`src/dsp_backend_settings.svh`:
```
`ifndef DSP_BACKEND_SETTINGS_SVH
`define DSP_BACKEND_SETTINGS_SVH

////////////////////////////////////////////////////////////
// datapath sizes
////////////////////////////////////////////////////////////
`define DSP_LANES       4
`define DSP_CODE_W      8   // signed adc code
`define DSP_EST_W       8   // signed equalized value
`define DSP_COEF_W      16  // config data word
`define DSP_WEIGHT_W    8   // ffe weight, low bits of a coef write
`define DSP_THRESH_W    10
`define DSP_SHIFT_W     3
`define DSP_FFE_LEN     3
`define DSP_HIST_DEPTH  3   // oldest word lines up with the sliced word
`define DSP_ADDR_W      3

////////////////////////////////////////////////////////////
// config address map
////////////////////////////////////////////////////////////
`define DSP_REG_W0      0   // weight on the current symbol
`define DSP_REG_W1      1
`define DSP_REG_W2      2   // weight on the symbol two back
`define DSP_REG_H0      3
`define DSP_REG_H1      4
`define DSP_REG_CTRL    5   // thresh and both shifts

`endif

```
`src/dsp_backend_pkg.sv`:
```
`default_nettype none

`include "dsp_backend_settings.svh"

package dsp_backend_pkg;

	typedef logic signed [`DSP_CODE_W-1:0] code_t;
	typedef code_t [`DSP_LANES-1:0] code_word_t;  // lane 0 is the oldest symbol

	typedef logic signed [`DSP_EST_W-1:0] est_t;
	typedef est_t [`DSP_LANES-1:0] est_word_t;

	typedef logic [`DSP_LANES-1:0] bit_word_t;

	// d0 is the newest registered word
	typedef struct packed {
		code_word_t d2;
		code_word_t d1;
		code_word_t d0;
	} code_hist_t;

	typedef logic signed [`DSP_WEIGHT_W-1:0] weight_t;
	typedef logic signed [`DSP_COEF_W-1:0] chan_est_t;
	typedef logic signed [`DSP_THRESH_W-1:0] thresh_t;
	typedef logic [`DSP_SHIFT_W-1:0] shift_t;

	typedef struct packed {
		thresh_t thresh;
		shift_t  ffe_shift;
		shift_t  mlsd_shift;
	} cfg_ctrl_t;

	// one write word, read as a coefficient or as the control fields
	typedef union packed {
		logic signed [`DSP_COEF_W-1:0] coef;
		cfg_ctrl_t                     ctrl;
	} cfg_word_u;

	typedef struct packed {
		weight_t   w0;
		weight_t   w1;
		weight_t   w2;
		chan_est_t h0;
		chan_est_t h1;
		thresh_t   thresh;
		shift_t    ffe_shift;
		shift_t    mlsd_shift;
	} dsp_cfg_t;

endpackage

`default_nettype wire

```
`src/dsp_cfg_regs.sv`:
```
`default_nettype none

`include "dsp_backend_settings.svh"

module dsp_cfg_regs (
	input  wire logic                       clk,
	input  wire logic                       rstb,
	input  wire logic                       cfg_we_i,
	input  wire logic [`DSP_ADDR_W-1:0]     cfg_addr_i,
	input  wire dsp_backend_pkg::cfg_word_u cfg_data_i,
	output dsp_backend_pkg::dsp_cfg_t       cfg_o
);
	import dsp_backend_pkg::*;

	////////////////////////////////////////////////////////////
	// write decode
	////////////////////////////////////////////////////////////
	always_ff @(posedge clk or negedge rstb) begin
		if (!rstb) begin
			cfg_o <= '0;
		end else if (cfg_we_i) begin
			case (cfg_addr_i)
				`DSP_REG_W0: begin
					cfg_o.w0 <= cfg_data_i.coef[`DSP_WEIGHT_W-1:0];
				end
				`DSP_REG_W1: begin
					cfg_o.w1 <= cfg_data_i.coef[`DSP_WEIGHT_W-1:0];
				end
				`DSP_REG_W2: begin
					cfg_o.w2 <= cfg_data_i.coef[`DSP_WEIGHT_W-1:0];
				end
				`DSP_REG_H0: begin
					cfg_o.h0 <= cfg_data_i.coef;  // full width estimate
				end
				`DSP_REG_H1: begin
					cfg_o.h1 <= cfg_data_i.coef;
				end
				`DSP_REG_CTRL: begin
					cfg_o.thresh     <= cfg_data_i.ctrl.thresh;
					cfg_o.ffe_shift  <= cfg_data_i.ctrl.ffe_shift;
					cfg_o.mlsd_shift <= cfg_data_i.ctrl.mlsd_shift;
				end
				default: begin
					// unmapped address, nothing changes
				end
			endcase
		end
	end

endmodule

`default_nettype wire

```
`src/code_history.sv`:
```
`default_nettype none

`include "dsp_backend_settings.svh"

module code_history (
	input  wire logic                        clk,
	input  wire logic                        rstb,
	input  wire dsp_backend_pkg::code_word_t codes_i,
	output dsp_backend_pkg::code_hist_t      hist_o
);
	import dsp_backend_pkg::*;

	code_word_t hist_q [`DSP_HIST_DEPTH];  // [0] holds the word from the last edge

	always_ff @(posedge clk or negedge rstb) begin
		if (!rstb) begin
			for (int i = 0; i < `DSP_HIST_DEPTH; i++) begin
				hist_q[i] <= '0;
			end
		end else begin
			hist_q[0] <= codes_i;
			for (int i = 1; i < `DSP_HIST_DEPTH; i++) begin
				hist_q[i] <= hist_q[i-1];
			end
		end
	end

	// ffe works on the two newest words
	assign hist_o.d0 = hist_q[0];
	assign hist_o.d1 = hist_q[1];
	// same word that the slicer is deciding on this cycle
	assign hist_o.d2 = hist_q[`DSP_HIST_DEPTH-1];

endmodule

`default_nettype wire

```
`src/ffe_filter.sv`:
```
`default_nettype none

`include "dsp_backend_settings.svh"

module ffe_filter (
	input  wire logic                        clk,
	input  wire logic                        rstb,
	input  wire dsp_backend_pkg::code_hist_t hist_i,
	input  wire dsp_backend_pkg::dsp_cfg_t   cfg_i,
	output dsp_backend_pkg::est_word_t       est_o
);
	import dsp_backend_pkg::*;

	localparam int ACC_W = `DSP_CODE_W + `DSP_WEIGHT_W + 2;  // room for three products
	localparam int PAST  = `DSP_FFE_LEN - 1;                 // symbols borrowed from d1

	localparam logic signed [ACC_W-1:0] EST_MAX = ACC_W'((1 << (`DSP_EST_W - 1)) - 1);
	localparam logic signed [ACC_W-1:0] EST_MIN = ACC_W'(-(1 << (`DSP_EST_W - 1)));

	weight_t   w   [`DSP_FFE_LEN];
	code_t     sym [`DSP_LANES + PAST];  // tail of the previous word, then the current word
	est_word_t est_d;

	assign w[0] = cfg_i.w0;
	assign w[1] = cfg_i.w1;
	assign w[2] = cfg_i.w2;

	genvar gi;
	for (gi = 0; gi < PAST; gi = gi + 1) begin : g_past
		assign sym[gi] = hist_i.d1[`DSP_LANES - PAST + gi];
	end
	for (gi = 0; gi < `DSP_LANES; gi = gi + 1) begin : g_cur
		assign sym[PAST + gi] = hist_i.d0[gi];
	end

	////////////////////////////////////////////////////////////
	// fir, shift, saturate
	////////////////////////////////////////////////////////////
	always_comb begin
		logic signed [ACC_W-1:0] acc;
		logic signed [ACC_W-1:0] shifted;
		for (int k = 0; k < `DSP_LANES; k++) begin
			acc = '0;
			for (int j = 0; j < `DSP_FFE_LEN; j++) begin
				acc = acc + w[j] * sym[PAST + k - j];  // tap j looks j symbols back
			end
			shifted = acc >>> cfg_i.ffe_shift;
			if (shifted > EST_MAX) begin
				est_d[k] = EST_MAX[`DSP_EST_W-1:0];
			end else if (shifted < EST_MIN) begin
				est_d[k] = EST_MIN[`DSP_EST_W-1:0];
			end else begin
				est_d[k] = shifted[`DSP_EST_W-1:0];
			end
		end
	end

	always_ff @(posedge clk or negedge rstb) begin
		if (!rstb) begin
			est_o <= '0;
		end else begin
			est_o <= est_d;
		end
	end

endmodule

`default_nettype wire

```
`src/bit_slicer.sv`:
```
`default_nettype none

`include "dsp_backend_settings.svh"

module bit_slicer (
	input  wire logic                       clk,
	input  wire logic                       rstb,
	input  wire dsp_backend_pkg::est_word_t est_i,
	input  wire dsp_backend_pkg::dsp_cfg_t  cfg_i,
	output dsp_backend_pkg::bit_word_t      bits_o
);
	import dsp_backend_pkg::*;

	bit_word_t above;

	// signed compare, est is sign extended up to the threshold width
	always_comb begin
		for (int k = 0; k < `DSP_LANES; k++) begin
			above[k] = est_i[k] > cfg_i.thresh;
		end
	end

	always_ff @(posedge clk or negedge rstb) begin
		if (!rstb) begin
			bits_o <= '0;
		end else begin
			bits_o <= above;
		end
	end

endmodule

`default_nettype wire

```
`src/mlsd_checker.sv`:
```
`default_nettype none

`include "dsp_backend_settings.svh"

module mlsd_checker (
	input  wire logic                        clk,
	input  wire logic                        rstb,
	input  wire dsp_backend_pkg::bit_word_t  bits_i,
	input  wire dsp_backend_pkg::code_hist_t hist_i,
	input  wire dsp_backend_pkg::dsp_cfg_t   cfg_i,
	output dsp_backend_pkg::bit_word_t       checked_o
);
	import dsp_backend_pkg::*;

	localparam int SUM_W = `DSP_COEF_W + 1;  // holds -h for h at its minimum
	localparam int ERR_W = SUM_W + 1;

	logic      last_q;     // lane 3 of the previous sliced word
	bit_word_t prev_bits;
	bit_word_t flip;

	// |code - ((h0*s(b) + h1*s(p)) >>> sh)|, s maps a bit to +1 / -1
	function automatic logic [ERR_W-1:0] abs_err(
		input code_t     code,
		input chan_est_t h0,
		input chan_est_t h1,
		input logic      b,
		input logic      p,
		input shift_t    sh
	);
		logic signed [SUM_W-1:0] t0;
		logic signed [SUM_W-1:0] t1;
		logic signed [ERR_W-1:0] diff;
		t0 = b ? h0 : -h0;
		t1 = p ? h1 : -h1;
		diff = code - ((t0 + t1) >>> sh);
		return diff[ERR_W-1] ? -diff : diff;
	endfunction

	assign prev_bits = {bits_i[`DSP_LANES-2:0], last_q};

	////////////////////////////////////////////////////////////
	// keep or flip, per lane
	////////////////////////////////////////////////////////////
	always_comb begin
		logic [ERR_W-1:0] err_keep;
		logic [ERR_W-1:0] err_flip;
		for (int k = 0; k < `DSP_LANES; k++) begin
			err_keep = abs_err(hist_i.d2[k], cfg_i.h0, cfg_i.h1,
				bits_i[k], prev_bits[k], cfg_i.mlsd_shift);
			err_flip = abs_err(hist_i.d2[k], cfg_i.h0, cfg_i.h1,
				~bits_i[k], prev_bits[k], cfg_i.mlsd_shift);
			flip[k] = err_flip < err_keep;  // ties keep the sliced bit
		end
	end

	always_ff @(posedge clk or negedge rstb) begin
		if (!rstb) begin
			last_q    <= 1'b0;
			checked_o <= '0;
		end else begin
			last_q    <= bits_i[`DSP_LANES-1];  // sliced value, not the corrected one
			checked_o <= bits_i ^ flip;
		end
	end

endmodule

`default_nettype wire

```
`src/dsp_backend.sv`:
```
`default_nettype none

`include "dsp_backend_settings.svh"

module dsp_backend (
	input  wire logic                        clk,
	input  wire logic                        rstb,
	input  wire dsp_backend_pkg::code_word_t codes_i,
	input  wire logic                        cfg_we_i,
	input  wire logic [`DSP_ADDR_W-1:0]      cfg_addr_i,
	input  wire dsp_backend_pkg::cfg_word_u  cfg_data_i,
	output wire dsp_backend_pkg::est_word_t  est_o,
	output wire dsp_backend_pkg::bit_word_t  sliced_o,
	output wire dsp_backend_pkg::bit_word_t  checked_o
);
	import dsp_backend_pkg::*;

	wire dsp_cfg_t   cfg;
	wire code_hist_t hist;

	dsp_cfg_regs u_cfg_regs (
		.clk        (clk),
		.rstb       (rstb),
		.cfg_we_i   (cfg_we_i),
		.cfg_addr_i (cfg_addr_i),
		.cfg_data_i (cfg_data_i),
		.cfg_o      (cfg)
	);

	code_history u_code_history (
		.clk     (clk),
		.rstb    (rstb),
		.codes_i (codes_i),
		.hist_o  (hist)
	);

	////////////////////////////////////////////////////////////
	// ffe -> slicer -> sequence check, one register each
	////////////////////////////////////////////////////////////
	ffe_filter u_ffe_filter (
		.clk    (clk),
		.rstb   (rstb),
		.hist_i (hist),
		.cfg_i  (cfg),
		.est_o  (est_o)
	);

	bit_slicer u_bit_slicer (
		.clk    (clk),
		.rstb   (rstb),
		.est_i  (est_o),
		.cfg_i  (cfg),
		.bits_o (sliced_o)
	);

	mlsd_checker u_mlsd_checker (
		.clk       (clk),
		.rstb      (rstb),
		.bits_i    (sliced_o),
		.hist_i    (hist),
		.cfg_i     (cfg),
		.checked_o (checked_o)
	);

endmodule

`default_nettype wire

```
`config.mk`:
```
export PLATFORM = sky130hd
export DESIGN_NAME = dsp_backend
export DESIGN_NICKNAME = d
export VERILOG_FILES = /design/src/dsp_backend_pkg.sv /design/src/dsp_cfg_regs.sv /design/src/code_history.sv /design/src/ffe_filter.sv /design/src/bit_slicer.sv /design/src/mlsd_checker.sv /design/src/dsp_backend.sv
export VERILOG_INCLUDE_DIRS = /design/src
export SDC_FILE = /design/constraint.sdc
export NUM_CORES = 2
export LEC_CHECK = 0
export BUFFER_PORTS_ARGS = -buffer_cell sky130_fd_sc_hd__clkbuf_2
export CAP_MARGIN = 20
export CORE_MARGIN = 1
export CORE_UTILIZATION = 50
export DETAILED_ROUTE_END_ITERATION = 12
export GPL_ROUTABILITY_DRIVEN = 0
export PLACE_DENSITY = 0.66
export SLEW_MARGIN = 20
export SYNTH_ARGS = -nofsm -noshare
export SYNTH_HDL_FRONTEND = slang
export SYNTH_SLANG_ARGS = --single-unit
```
`constraint.sdc`:
```
create_clock -name clk -period 16.95 [get_ports clk]
set_input_delay 0 -clock clk [delete_from_list [all_inputs] [get_ports clk]]
set_output_delay 0 -clock clk [all_outputs]
set_load 0.1 [all_outputs]
```
==> flow_summary.toml <==
[min_path]
hold_class = "in2reg"
hold_path.startpoint = "codes_i[14]"

[yosys]
post_synth.cell_area_avg_um2 = 8.36
post_synth_instance_area_um2 = 66800
yosys_warnings = 0
synth.ff_latch_count = 209
yosys_most_used_dff = "sky130_fd_sc_hd__dfrtp_1"
synth_cell_types = 82
syn-instance-count = 7988
synthArstFlopShare_pct = 100
ys_seq_area_share_pct = 7.83
synth.net_count = 9589
synth_edf_count = 0

[clock_tree]
cts.reportedPaths.clkPinSlew_ps = 80
cts_tree = "yes"
cts.sink_count = 209
clock_tree.htree_level_count = 1
num_cts_buffers = 31
clock_tree.root_cell = "sky130_fd_sc_hd__clkbuf_16"
clock_path_buffers = 3
clock_insertion_delay_worst_skew_ps = 680

[drt]
via_per_inst = 5.76
wire_per_inst_um = 20.0
wirelength_met1_mm = 79.0
drt-pass1-iter-count = 5
drtAntennaViolNets = 0
drc = 0
route.final.wire_length_mm = 195
routed-via-count = 56200
initialDrtViolationCount = 3771
wl_met3_mm = 11.6
met2_length_mm = 93.6
highest-signal-layer = "met5"

[setup_path]
crit_path_frequent_cell = "sky130_fd_sc_hd__nor3b_1"
crit_path_end_kind = "flop"
slowest_cell_delay_on_critical_path_ps = 890
crit_required_ps = 17550
critical_path_slowest_stage_cell = "sky130_fd_sc_hd__nor3b_1"
startpoint = "u_cfg_regs.cfg_o[16]"
critical_path.reg2reg.startpoint = "u_cfg_regs.cfg_o[16]"
cp.arrival_ps = 11910
crit_type = "reg2reg"
critical_path.max_fanout = 16
start_kind = "flop"

[sta]
period_minus_slack_ps = 11300
final.period_utilization_pct = 66.7
setup_tns_ps = 0
max_slew_violations = 0
final_critical_path_setup_slack_ps = 5650
rsz0062_at_grt = "no"
finalClockSkew_ps = 26.5
timing.fmax_mhz = 88.5
slew_headroom_pct = 28.7
report.final.setup_viol = 0
finalHoldViolations = 0
worst_slew_pin_slew_ps = 1070

[floorplanning]
core.rowCount = 133
die_y_um = 367
fp.coreArea_um2 = 132000
initial_utilization_pct = 50.6
die_x_um = 367
die_area_um2 = 135000
io_pins = 94

[global_route]
grt_usage_pct = 28.8
grt_pass1_vias = 55800
global_route_wire_length_before_repair_mm = 307
total_overflow_reported_by_the_global_router = 0
number_of_antenna_violations_at_the_first_check_in_global_routing = 15
grt_start_max_net_pins = 74

[placed_design]
place_ws_ps = 6030
hpwlAfterDp_mm = 159
numPlacedInstances = 9618
place.port_buffers = 93

[run]
maxCapViolCount = 0

[finish]
final_nets = 9577
area_growth_pct = 6.14
drive_above_1_share_pct = 5.60
fin_cells = 9760

[run_status]
status = "completed"
what timing repair did:
| item | CTS | global route |
|---|---|---|
| resized for setup | 0 | 0 |
| hold buffers | 79 | 0 |
| buffers inserted | 0 | 0 |
| endpoints found under the hold margin | 157 | 0 |
critical path, delay by kind of cell, from the launching register on:
kind	cells	cell delay, ps
XOR/XNOR	2	350
AND/OR/NAND/NOR	14	5030
flip-flops	1	430
multiplexers	2	790
buffers and inverters	3	380
adder cells (fa/ha/maj)	4	1180
AO/OA/AOI/OAI	14	3090
final cells by class:
type | count | area [um2]
clock buffer | 39 | 856
multi-input combinational | 6354 | 56200
clock inverter | 18 | 226
inverter | 1122 | 4220
sequential | 209 | 5240
fill | 12400 | 61100
tap | 1755 | 2200
antenna | 5 | 12.5
timing repair buffer | 258 | 1940
placed cells by master, fill, tap and decap left out, drive strengths merged, types with 35 or more instances in the layout:
cell | netlist | final
xor2 | 246 | 246
nor3 | 128 | 128
o211ai | 56 | 56
nand2 | 611 | 611
a211oi | 73 | 73
nor2b | 93 | 93
o21ai | 317 | 317
mux2i | 197 | 197
nand3 | 63 | 63
dlygate4sd3 | 0 | 78
mux4 | 35 | 35
and3 | 36 | 36
xnor2 | 497 | 497
dfrtp | 209 | 209
ha | 803 | 803
clkbuf | 249 | 131
buf | 54 | 88
o21bai | 67 | 67
a21o | 146 | 146
fa | 744 | 744
inv | 1118 | 1125
and2 | 441 | 441
or3 | 64 | 64
nor2 | 532 | 532
a21oi | 399 | 399
a31oi | 51 | 51
nand2b | 106 | 106
o21a | 111 | 111
mux2 | 118 | 118
kinds of logic after synthesis:
kind of cell             share of synthesized area [%]
XOR/XNOR                                          9.77
AND/OR/NAND/NOR                                   16.4
flip-flops                                        7.83
buffers and inverters                             8.03
AO/OA/AOI/OAI                                     14.5
adder cells (fa/ha/maj)                           37.3
multiplexers                                      6.12
path summary, 6_finish.rpt:
| path | slack [ps] | to | cells past startpoint |
|---|---|---|---|
| max in group asynchronous | 14850 | u_bit_slicer.bits_o[2] | 5 |
| worst min register to register | 340 | u_code_history.hist_o[76] | 0 |
| worst min-delay path | 20 | u_code_history.hist_o[14] | 2 |
| worst max register to register | 5650 | u_mlsd_checker.checked_o[2] | 39 |
| min in group asynchronous | 530 | u_mlsd_checker.checked_o[0] | 4 |
| worst max-delay path | 5650 | u_mlsd_checker.checked_o[2] | 39 |
per-stage QoR:
stage                     utilization, %  hold WS (ps)  cell area (um2)
after floorplan                        -          -296            66800
after global placement              52.3          22.4            69000
after detailed placement            52.3          23.5            69000
after CTS                           53.7          9.69            70900
after global routing                53.7          18.2            70900
final                               53.7          20.7            70900
sequential cells by signal, indices dropped and copies added (netlist names):
register	flops
u_mlsd_checker.checked_o	4
u_ffe_filter.est_o	32
u_cfg_regs.cfg_o	72
u_mlsd_checker.last_q	1
u_bit_slicer.bits_o	4
u_code_history.hist_o	96
layer usage:
layer / track usage [%] / up-vias
met5: 0 / -
met1: 35.7 / 27500
met4: 14.0 / 6
met3: 3.28 / 444
li1: - / 26600
met2: 49.4 / 1689
synth_stat cells, drive strengths merged (146+ instances only):
cell type  number  area share, %
xor2          246            3.2
inv          1118            6.3
dfrtp         209            7.8
xnor2         497            6.5
mux2i         197            3.0
clkbuf        249            1.4
nand2         611            3.4
nor2          532            3.0
ha            803             15
o21ai         317            2.4
fa            744             22
a21o          146            1.6
and2          441            4.1
a21oi         399            3.0
Power is left out: the tool's default activity adds up to more than one toggle a clock period on the data nets, which glitch-free logic cannot reach.
